--- src/source/ctr_pkg.sv ---
////////////////////////////////////////
// Counter increment engine package
// FSM state encoding, APB register map
// and command codes
////////////////////////////////////////

package ctr_pkg;

  ////////////////////////////////////////
  // FSM state encoding
  ////////////////////////////////////////

  // Sparse 6-bit code, pairwise Hamming distance of four
  typedef enum logic [5:0] {
    CTR_IDLE  = 6'b011101,
    CTR_INCR  = 6'b110000,
    CTR_ERROR = 6'b001010
  } ctr_state_e;

  ////////////////////////////////////////
  // APB register map
  ////////////////////////////////////////

  parameter int ApbAddrWidth = 8;

  // Counter words, word 0 holds the least significant bits
  parameter logic [ApbAddrWidth-1:0] CtrWord0Offset = 8'h00;
  parameter logic [ApbAddrWidth-1:0] CtrWord1Offset = 8'h04;
  parameter logic [ApbAddrWidth-1:0] CtrWord2Offset = 8'h08;
  parameter logic [ApbAddrWidth-1:0] CtrWord3Offset = 8'h0C;

  // Write-only command and read-only status
  parameter logic [ApbAddrWidth-1:0] CmdOffset      = 8'h10;
  parameter logic [ApbAddrWidth-1:0] StatusOffset   = 8'h14;

  // Command codes, any other nonzero code is illegal
  parameter logic [3:0] CmdNop  = 4'h0;
  parameter logic [3:0] CmdIncr = 4'hA;

endpackage

--- src/source/ctr_apb_regs.sv ---
////////////////////////////////////////
// APB register block of the counter
// increment engine. Decodes word writes,
// commands and status reads, flags errors
////////////////////////////////////////

`timescale 1ns/1ps

module ctr_apb_regs #(
  parameter int CtrWidth = 128
) (
  input  logic                             clk_i,
  input  logic                             rst_ni,

  // APB slave
  input  logic                             psel_i,
  input  logic                             penable_i,
  input  logic                             pwrite_i,
  input  logic [ctr_pkg::ApbAddrWidth-1:0] paddr_i,
  input  logic [31:0]                      pwdata_i,
  output logic [31:0]                      prdata_o,
  output logic                             pready_o,
  output logic                             pslverr_o,

  // FSM status
  input  logic                             ready_i,
  input  logic                             alert_i,

  // Counter storage
  input  logic [CtrWidth-1:0]              ctr_words_i,
  output logic                             word_we_o,
  output logic [1:0]                       word_idx_o,
  output logic [31:0]                      word_data_o,

  // FSM requests, one-cycle pulses
  output logic                             incr_o,
  output logic                             incr_err_o
);

  import ctr_pkg::*;

  localparam int NumWords = CtrWidth / 32;

  logic        access;
  logic        wr_access;
  logic        rd_access;
  logic        is_word;
  logic        is_cmd;
  logic        is_status;
  logic        unmapped;
  logic [1:0]  addr_idx;
  logic        busy;
  logic        wr_err;
  logic        cmd_we;
  logic [3:0]  cmd_code;
  logic        incr_q;
  logic        incr_err_q;
  logic [31:0] words [NumWords];

  ////////////////////////////////////////
  // Address decode
  ////////////////////////////////////////

  // Access phase only, slave never stalls
  assign access    = psel_i & penable_i;
  assign wr_access = access & pwrite_i;
  assign rd_access = access & ~pwrite_i;

  always_comb begin
    is_word   = 1'b0;
    is_cmd    = 1'b0;
    is_status = 1'b0;
    addr_idx  = 2'd0;
    case (paddr_i)
      CtrWord0Offset: begin
        is_word  = 1'b1;
        addr_idx = 2'd0;
      end
      CtrWord1Offset: begin
        is_word  = 1'b1;
        addr_idx = 2'd1;
      end
      CtrWord2Offset: begin
        is_word  = 1'b1;
        addr_idx = 2'd2;
      end
      CtrWord3Offset: begin
        is_word  = 1'b1;
        addr_idx = 2'd3;
      end
      CmdOffset:    is_cmd    = 1'b1;
      StatusOffset: is_status = 1'b1;
      default:      is_word   = 1'b0;
    endcase
    // Words above a narrower counter are not mapped
    if (int'(addr_idx) >= NumWords) begin
      is_word = 1'b0;
    end
  end

  assign unmapped = ~(is_word | is_cmd | is_status);

  ////////////////////////////////////////
  // Write checks and forwarding
  ////////////////////////////////////////

  // Busy also while a request pulse is still on its way to the FSM
  assign busy   = ~ready_i | incr_q | incr_err_q;
  assign wr_err = alert_i | unmapped | is_status | ((is_word | is_cmd) & busy);

  // Reads fail only on unmapped addresses
  assign pready_o  = 1'b1;
  assign pslverr_o = access & (pwrite_i ? wr_err : unmapped);

  // Counter word writes go straight to storage
  assign word_we_o   = wr_access & is_word & ~wr_err;
  assign word_idx_o  = addr_idx;
  assign word_data_o = pwdata_i;

  // Command decode
  assign cmd_we   = wr_access & is_cmd & ~wr_err;
  assign cmd_code = pwdata_i[3:0];

  always_ff @(posedge clk_i or negedge rst_ni) begin
    if (!rst_ni) begin
      incr_q     <= 1'b0;
      incr_err_q <= 1'b0;
    end else begin
      incr_q     <= cmd_we & (cmd_code == CmdIncr);
      incr_err_q <= cmd_we & (cmd_code != CmdIncr) & (cmd_code != CmdNop);
    end
  end

  assign incr_o     = incr_q;
  assign incr_err_o = incr_err_q;

  ////////////////////////////////////////
  // Read data
  ////////////////////////////////////////

  // Split counter into 32-bit words
  for (genvar w = 0; w < NumWords; w++) begin : g_words
    assign words[w] = ctr_words_i[32*w +: 32];
  end

  always_comb begin
    prdata_o = '0;
    if (rd_access && is_word) begin
      prdata_o = words[addr_idx];
    end else if (rd_access && is_status) begin
      // Bit 0 ready, bit 1 alert
      prdata_o = {30'd0, alert_i, ~busy};
    end
  end

endmodule

--- src/source/ctr_slice_reg.sv ---
////////////////////////////////////////
// Counter storage, written by APB words
// and by FSM slices, read slice-wise
////////////////////////////////////////

`timescale 1ns/1ps

module ctr_slice_reg #(
  parameter int CtrWidth  = 128,
  parameter int SliceSize = 16,
  localparam int NumSlices     = CtrWidth / SliceSize,
  localparam int SliceIdxWidth = (NumSlices > 1) ? $clog2(NumSlices) : 1
) (
  input  logic                     clk_i,
  input  logic                     rst_ni,

  // APB word write
  input  logic                     word_we_i,
  input  logic [1:0]               word_idx_i,
  input  logic [31:0]              word_data_i,

  // FSM slice access
  input  logic [SliceIdxWidth-1:0] slice_idx_i,
  input  logic                     slice_we_i,
  input  logic [SliceSize-1:0]     slice_wdata_i,
  output logic [SliceSize-1:0]     slice_rdata_o,

  // Whole counter for APB reads
  output logic [CtrWidth-1:0]      ctr_words_o
);

  logic [CtrWidth-1:0] ctr_q;

  // Counter flops
  // APB writes are rejected while the FSM runs, so ports never collide
  always_ff @(posedge clk_i or negedge rst_ni) begin
    if (!rst_ni) begin
      ctr_q <= '0;
    end else begin
      if (word_we_i) begin
        ctr_q[32*word_idx_i +: 32] <= word_data_i;
      end
      if (slice_we_i) begin
        ctr_q[SliceSize*slice_idx_i +: SliceSize] <= slice_wdata_i;
      end
    end
  end

  // Combinational slice select
  assign slice_rdata_o = ctr_q[SliceSize*slice_idx_i +: SliceSize];

  assign ctr_words_o = ctr_q;

endmodule

--- src/source/ctr_incr_fsm.sv ---
////////////////////////////////////////
// Counter increment FSM. Adds one slice
// per cycle with carry, sparse states,
// terminal error state with alert
////////////////////////////////////////

`timescale 1ns/1ps

module ctr_incr_fsm #(
  parameter int CtrWidth  = 128,
  parameter int SliceSize = 16,
  localparam int NumSlices     = CtrWidth / SliceSize,
  localparam int SliceIdxWidth = (NumSlices > 1) ? $clog2(NumSlices) : 1
) (
  input  logic                     clk_i,
  input  logic                     rst_ni,

  // Requests from the APB block
  input  logic                     incr_i,
  input  logic                     incr_err_i,
  output logic                     ready_o,
  output logic                     alert_o,

  // Slice access to counter storage
  output logic [SliceIdxWidth-1:0] slice_idx_o,
  input  logic [SliceSize-1:0]     slice_rdata_i,
  output logic [SliceSize-1:0]     slice_wdata_o,
  output logic                     slice_we_o
);

  import ctr_pkg::*;

  localparam logic [SliceIdxWidth-1:0] LastSlice = SliceIdxWidth'(NumSlices - 1);

  ctr_state_e               state_d, state_q;
  logic [SliceIdxWidth-1:0] slice_idx_d, slice_idx_q;
  logic                     carry_d, carry_q;
  logic [SliceSize:0]       sum;

  ////////////////////////////////////////
  // Slice adder
  ////////////////////////////////////////

  // Extra top bit is the carry-out
  assign sum           = {1'b0, slice_rdata_i} + {{SliceSize{1'b0}}, carry_q};
  assign slice_wdata_o = sum[SliceSize-1:0];

  ////////////////////////////////////////
  // Control
  ////////////////////////////////////////

  always_comb begin
    ready_o     = 1'b0;
    alert_o     = 1'b0;
    slice_we_o  = 1'b0;
    state_d     = state_q;
    slice_idx_d = slice_idx_q;
    carry_d     = carry_q;

    case (state_q)
      CTR_IDLE: begin
        ready_o = 1'b1;
        if (incr_i) begin
          // Start at the low slice, adding one
          slice_idx_d = '0;
          carry_d     = 1'b1;
          state_d     = CTR_INCR;
        end
      end

      CTR_INCR: begin
        slice_we_o  = 1'b1;
        slice_idx_d = slice_idx_q + 1'b1;
        carry_d     = sum[SliceSize];
        // Done after the top slice, final carry drops out (wrap)
        if (slice_idx_q == LastSlice) begin
          state_d = CTR_IDLE;
        end
      end

      CTR_ERROR: begin
        // Terminal, only reset leaves
        alert_o = 1'b1;
      end

      default: begin
        // Illegal encoding, trap immediately
        alert_o = 1'b1;
        state_d = CTR_ERROR;
      end
    endcase

    // Illegal command overrides everything
    if (incr_err_i) begin
      state_d = CTR_ERROR;
    end
  end

  ////////////////////////////////////////
  // Registers
  ////////////////////////////////////////

  always_ff @(posedge clk_i or negedge rst_ni) begin
    if (!rst_ni) begin
      state_q     <= CTR_IDLE;
      slice_idx_q <= '0;
      carry_q     <= 1'b0;
    end else begin
      state_q     <= state_d;
      slice_idx_q <= slice_idx_d;
      carry_q     <= carry_d;
    end
  end

  assign slice_idx_o = slice_idx_q;

endmodule

--- src/source/ctr_incr_top.sv ---
////////////////////////////////////////
// Counter increment engine top level
// APB register block, counter storage
// and increment FSM
////////////////////////////////////////

`timescale 1ns/1ps

module ctr_incr_top #(
  // Multiple of 32 and of SliceSize
  parameter int CtrWidth  = 128,
  parameter int SliceSize = 16
) (
  input  logic                             clk_i,
  input  logic                             rst_ni,

  // APB slave
  input  logic                             psel_i,
  input  logic                             penable_i,
  input  logic                             pwrite_i,
  input  logic [ctr_pkg::ApbAddrWidth-1:0] paddr_i,
  input  logic [31:0]                      pwdata_i,
  output logic [31:0]                      prdata_o,
  output logic                             pready_o,
  output logic                             pslverr_o,

  // Sticky error alert
  output logic                             alert_o
);

  localparam int NumSlices     = CtrWidth / SliceSize;
  localparam int SliceIdxWidth = (NumSlices > 1) ? $clog2(NumSlices) : 1;

  // APB block to storage
  logic                     word_we;
  logic [1:0]               word_idx;
  logic [31:0]              word_data;
  logic [CtrWidth-1:0]      ctr_words;

  // APB block and FSM handshake
  logic                     incr;
  logic                     incr_err;
  logic                     ready;
  logic                     alert;

  // FSM to storage
  logic [SliceIdxWidth-1:0] slice_idx;
  logic                     slice_we;
  logic [SliceSize-1:0]     slice_wdata;
  logic [SliceSize-1:0]     slice_rdata;

  ////////////////////////////////////////
  // Submodules
  ////////////////////////////////////////

  ctr_apb_regs #(
    .CtrWidth    (CtrWidth)
  ) u_apb_regs (
    .clk_i       (clk_i),
    .rst_ni      (rst_ni),
    .psel_i      (psel_i),
    .penable_i   (penable_i),
    .pwrite_i    (pwrite_i),
    .paddr_i     (paddr_i),
    .pwdata_i    (pwdata_i),
    .prdata_o    (prdata_o),
    .pready_o    (pready_o),
    .pslverr_o   (pslverr_o),
    .ready_i     (ready),
    .alert_i     (alert),
    .ctr_words_i (ctr_words),
    .word_we_o   (word_we),
    .word_idx_o  (word_idx),
    .word_data_o (word_data),
    .incr_o      (incr),
    .incr_err_o  (incr_err)
  );

  ctr_slice_reg #(
    .CtrWidth      (CtrWidth),
    .SliceSize     (SliceSize)
  ) u_slice_reg (
    .clk_i         (clk_i),
    .rst_ni        (rst_ni),
    .word_we_i     (word_we),
    .word_idx_i    (word_idx),
    .word_data_i   (word_data),
    .slice_idx_i   (slice_idx),
    .slice_we_i    (slice_we),
    .slice_wdata_i (slice_wdata),
    .slice_rdata_o (slice_rdata),
    .ctr_words_o   (ctr_words)
  );

  ctr_incr_fsm #(
    .CtrWidth      (CtrWidth),
    .SliceSize     (SliceSize)
  ) u_incr_fsm (
    .clk_i         (clk_i),
    .rst_ni        (rst_ni),
    .incr_i        (incr),
    .incr_err_i    (incr_err),
    .ready_o       (ready),
    .alert_o       (alert),
    .slice_idx_o   (slice_idx),
    .slice_rdata_i (slice_rdata),
    .slice_wdata_o (slice_wdata),
    .slice_we_o    (slice_we)
  );

  assign alert_o = alert;

endmodule

--- config.mk ---
export PLATFORM = sky130hd
export DESIGN_NAME = ctr_incr_top
export DESIGN_NICKNAME = d
export VERILOG_FILES = /design/src/source/ctr_pkg.sv /design/src/source/ctr_apb_regs.sv /design/src/source/ctr_slice_reg.sv /design/src/source/ctr_incr_fsm.sv /design/src/source/ctr_incr_top.sv
export SDC_FILE = /design/constraint.sdc
export NUM_CORES = 1
export LEC_CHECK = 0
export BUFFER_PORTS_ARGS = -buffer_cell sky130_fd_sc_hd__clkbuf_2
export CAP_MARGIN = 10
export CORE_UTILIZATION = 62
export CTS_BUF_LIST = sky130_fd_sc_hd__clkbuf_8
export CTS_CLUSTER_DIAMETER = 150
export DETAILED_ROUTE_END_ITERATION = 10
export PLACE_DENSITY = 0.83
export SETUP_SLACK_MARGIN = 0.02
export SYNTH_ARGS = -nofsm -noshare
export SYNTH_HDL_FRONTEND = slang
export SYNTH_SLANG_ARGS = --single-unit
export TNS_END_PERCENT = 10
--- constraint.sdc ---
create_clock -name clk_i -period 3.7 [get_ports clk_i]
set_input_delay 0.74 -clock clk_i [delete_from_list [all_inputs] [get_ports clk_i]]
set_output_delay 0.74 -clock clk_i [all_outputs]
set_load 0.05 [all_outputs]
Yosys cells after proc, flatten, opt, wreduce, memory -nomap -nowiden
Cells that the tools add are included.
Widths: inputs -> output; s select.
- output and inout bits: 35
- flip-flop bits (word level): 140
- reduce and logical (&&, ||, !) cells: 9
- shifts and indexed selects: 5
- $add $sub $neg: 4
- bitwise gates (word level): 25
- muxes and demuxes: 25
- equality and inequality tests: 15
- $lt $le $gt $ge: 1
- operators with widths (kind ; number):
    $bwmux 128 ; 2
    $mux 128 ; 2
    $shift 16x34->128 const A ; 1
    $shift 32x34->128 const A ; 1
    $shiftx 128x8->16 ; 1
    $shiftx 16x34->128 ; 1
    $shiftx 32x34->128 ; 1
    $mux 32 ; 3
    $neg 7->34 ; 2
    $bmux 32 s2 ; 1
    $mux 6 ; 3
    $pmux 6 s3 ; 1
    $add 16x1->17 ; 1
    $eq 8x4->1 const B ; 2
    $eq 8x5->1 const B ; 2
    $and 1x1->1 ; 12
    $eq 8x3->1 const B ; 1
    $logic_not 8->1 ; 1
    $mux 1 ; 8
    $or 1x1->1 ; 7
    $eq 6x4->1 const B ; 1
    $eq 6x5->1 const B ; 1
    $eq 6x6->1 const B ; 1
    $pmux 2 s3 ; 1
    other kinds (21) ; 27

Logic depth before layout (Yosys ltp)
- depth in word-level cells: 14
- mapped depth: 14

Cells and area by module
Synthesis repeated with hierarchy kept, for this count alone.
- cell total of the unflattened synthesis: 972
- area total of the unflattened synthesis: 9927.0 µm²
- modules (own cells, without submodules) (module ; area each (µm²) ; sequential area each (µm²) ; instances ; cells each):
    ctr_slice_reg ; 7820.0 ; 3203.1 ; 1 ; 716
    ctr_apb_regs ; 1402.6 ; 50.0 ; 1 ; 176
    ctr_incr_fsm ; 704.4 ; 229.0 ; 1 ; 80

Worst setup path after synthesis
OpenSTA, ideal clock, no wires.
- path kind: input to output
- start point: in paddr_i[1] in the netlist's numbering
- end point: out prdata_o[22]
- arrival: 3250 ps
- stages on the path: 8
- buffers on the path: 1
- slack: -290 ps
- cell sequence: nor3_1 -> nand2_1 -> nor2_1 -> nand2_1 -> clkinv_1 -> buf_1 -> nand2_1 -> a311oi_1
- cells in the longest elaborated chain, start to end: 7
- elaborated cells on any way between the ends: 13
- classes of those cells: eq/ne: 3; mux: 6; bitwise: 1; reduce/logical: 3
- RTL lines (item ; RTL line ; text):
    start: declaration ; ctr_incr_top.sv:21 ; input logic [ctr_pkg::ApbAddrWidth-1:0] paddr_i,
    $eq 8x4->1 or $eq 8x3->1 (tied branches) ; ctr_apb_regs.sv:74 ; case (paddr_i)
    $pmux 2 s3 ; ctr_apb_regs.sv:74 ;
    $not 2->3 (implied by the code) ; ctr_apb_regs.sv:149 ; prdata_o = words[addr_idx];
    $bmux 32 s2 ; ctr_apb_regs.sv:149 ;
    $mux 32 (implied by the code) (2 in series) ; ctr_apb_regs.sv:149 ;
    $mux 32 * ; ctr_apb_regs.sv:148 ; if (rd_access && is_word) begin
    end: declaration ; ctr_incr_top.sv:23 ; output logic [31:0] prdata_o,
Mark *: on every way between the ends. The rest lies on a longest branch, timed or not. The select of a mux whose other input is x is not followed.

Worst setup path in the final report
- start point: in paddr_i[1] in the netlist's numbering
- end point: out prdata_o[10]
Same word-level chain as after synthesis.

==> impl_results.md <==
* Status: finished, final reports clean
* Vias in the first global route at roughly 8.7k
* First-pass DRT Iterations at 6
* Final worst-path cycle share at 0.9689
* Cell area after layout at roughly 0.01 sq mm
* Crit Path Max Fanout at 14
* Largest net degree at the start of global routing at between 60 and 70
* Post-Syn Area per Cell at 10.13 sq um
* Initial Utilization at 0.6427
* Final Hold Slack at 395.0 ps
* Clock sinks at approximately 140
* Worst endpoint data arrival time at 2840 ps
* Grt ovf at 0
* Clock root cell: clkbuf_8
* Kind of end point of the critical path: output port
* Layout cells sized above 1 at 0.2377
* Total number of vias at about 8.5k
* Post-Synthesis Net Count at between 900 and 1k
* Final-report max-slew violation count at 0
* Proportion of power drawn by combinational gates at 0.038
* Clk_skew at 20.10 ps
* Minimum clock period at about 3600 ps
* Post-DR vias/cell at 7.650
* Die area at about 0.014 sq mm
* Core Util, Final at 0.7435
* Clk_lat worst skew at around 470 ps
* Placed Instances at 1078
* Diodes inserted at 0
* Flops & latches, synth at 139
* DRC Markers at 0
* ANT nets after route at 0
* Area Overhead vs Synth at 15.69%
* Die X at 119.9 um
* Seq pwr share at 0.482
* Register area share after synthesis at 0.4043
* Post-synth EDFFs at 0
* RSZ-0062 raised after global routing: false
* Cells after Synth at 850
* Commonest non-fill, non-tap cell in the layout: dfrtp_1
* Synth top area share at 0.3952
* Post-Synth XOR/XNOR Area at 0.01424
* Power per cell area at 316.1 mW/mm^2
* Startpoint types: primary input
* Cell taking the most area after synthesis: dfrtp_1
* Net Switching at 701.3 uW
* Post-synthesis simple-gate area fraction at 0.1225
* Worst Max-Slew Pin Slew at 865.1 ps
* DP Area at 0.009459 sq mm
* RD Place Congestion at 0.9189
* Mapped cell area at 0.008612 sq mm
* Die Ht at ~120 um
* I/O Pins at 80
* Cts bufs inserted at 17
* Synth Area in Compound Gates at 0.2332
* Clock power frac at 0.480
* Commonest cells after routing, fill and taps aside: 136 x dfrtp_1, 104 x nand2_1, 72 x clkbuf_2
* Hold WC Path Type: primary input to async pin
* Longest Clk Path Bufs at 2
* Global-route wire length before repair at 45520 um
* Antenna violations before repair at 0
* Mux cell area share after synthesis at 0.1652
* Final hold vios at 0
* Nets at 977
* I/O Buffers at slightly below 80
* Area contributors post-synth: dfrtp_1 40%, mux2i_1 7.9%, mux4_2 7.8%, a22oi_1 6.2%, a221oi_1 6.1%
* Leakage at 0.003916 uW
* Main synth FF type: dfrtp_1
* Core area at 0.01340 sq mm
* Post-synth ARST share at 1.000
* Number of distinct library cells after synthesis at 52
* Total routed wirelength at 28760 um
* YS warnings at 0
* GRT Total Usage at 0.4169
* Critical path type: primary input to output port
* Rel. slew slack at 0.4233
* Reg clk slew, reported paths at around 70 ps
* Initial DRC count at ~1.4k
* Post-Layout Cell Count at about 1.1k
* Wire per inst at 25.91 um
* Num rows at 42
* Max Cap Viol at 0
* Fillers at 920
* CP required at 2960 ps
* H-tree depth at 4
* Post-DP HPWL at 18460 um
* CTS tree: built
* Switch share at 0.2226
* Adder-cell share of the synthesized area at 0.01598
* Peak VDD IR at 458.0 uV
* Internal at roughly 2400 uW
* Setup violators final at 0
* Main combinational cell family by area after synthesis: compound AO/OA/AOI/OAI gates
* Max frequency at 0.2789 GHz
[metal layers]
metal / track usage / up-vias / wire length (um)
li1: - / 3446 / -
met1: 0.5069 / 4085 / 10010
met2: 0.6525 / 775 / 13460
met3: 0.1255 / 186 / 3699
met4: 0.2563 / 0 / 1586
met5: 0 / - / 0
[flip-flops by register name (all words and copies together) (netlist names)]
name,flops
u_apb_regs.incr_o,1
u_incr_fsm.carry_q,1
u_incr_fsm.state_q,5
u_incr_fsm.slice_idx_o,3
u_slice_reg.ctr_words_o,128
u_apb_regs.incr_err_o,1
[repair_timing]
action | CTS | global route
resized for setup | 0 | 8
hold buffers | 0 | 0
setup buffers | 0 | 0
setup endpoints to repair | 0 | 9
[cells in the mapped netlist (3+ instances only)]
master,n
mux2i_1,68
ha_1,11
nand3_1,8
nor3_1,12
o21ai_0,17
nand3b_1,5
nor2_1,17
nand2_1,105
dfstp_2,3
a211oi_1,30
clkbuf_1,63
dfrtp_1,136
buf_4,4
nor3b_1,3
xor2_1,9
a311oi_1,28
inv_1,8
or2_2,4
buf_1,9
a21oi_1,66
a221oi_1,60
nor4_1,6
mux4_2,30
buf_6,3
and2_1,6
a22oi_1,71
nor2b_1,31
xnor2_1,5
[cell families (layout without fill, tap and decap cells)]
kind of cell / after synthesis / in the layout
compound gates: 280 / 280
xor+xnor: 14 / 14
fa+ha+maj: 11 / 11
buf+inv: 91 / 175
flops: 139 / 139
mux: 101 / 101
other cells: 1 / 1
simple gates: 213 / 213
[final timing paths]
kind | start | to | slack [ps] | cells after the start
max | paddr_i[1] | prdata_o[10] | 120 | 8
min reg2reg | u_slice_reg.ctr_words_o[92] | u_slice_reg.ctr_words_o[92] | 580 | 2
max reg2reg | u_incr_fsm.slice_idx_o[0] | u_slice_reg.ctr_words_o[7] | 340 | 8
min | rst_ni | u_incr_fsm.state_q[5] | 400 | 1
min in group clk_i | u_slice_reg.ctr_words_o[92] | u_slice_reg.ctr_words_o[92] | 580 | 2
max in group asynchronous | rst_ni | u_slice_reg.ctr_words_o[121] | 2350 | 2
[cell type report]
cell class	count	area, sq um	area share
Inverter	11	41.29	0.004144
Clock buffer	19	261.5	0.02625
Multi-Input combinational cell	620	4840	0.4857
Tap cell	176	220.2	0.02210
Sequential cell	139	3482	0.3495
Timing Repair Buffer	132	895.9	0.08992
Clock inverter	13	222.7	0.02235
[per-stage QoR]
step                power [uW]  setup WS (ps)  TNS [ps]
floorplan                 1577         -290.5     -7266
global placement          1659          136.9         0
detailed placement        1663          101.0         0
CTS                       3152          88.66         0
global route              3221          39.35         0
finish                    3150          115.1         0
[critical path: stages]
cell	delay (ps)
clkbuf_2	80
nor3_1	170
nand2_1	150
or3_1	420
or2_2	320
buf_4	220
a311oi_1	390
buf_2	350
[power groups by stage]
stage               Clock [uW]  Combinational (uW)  Sequential, uW
floorplan                    0                28.4            1550
global placement             0                 111            1550
detailed placement           0                 115            1550
CTS                       1520                 116            1520
global route              1580                 128            1520
finish                    1510                 119            1520
No activity file was read; power rests on OpenSTA's default activity.
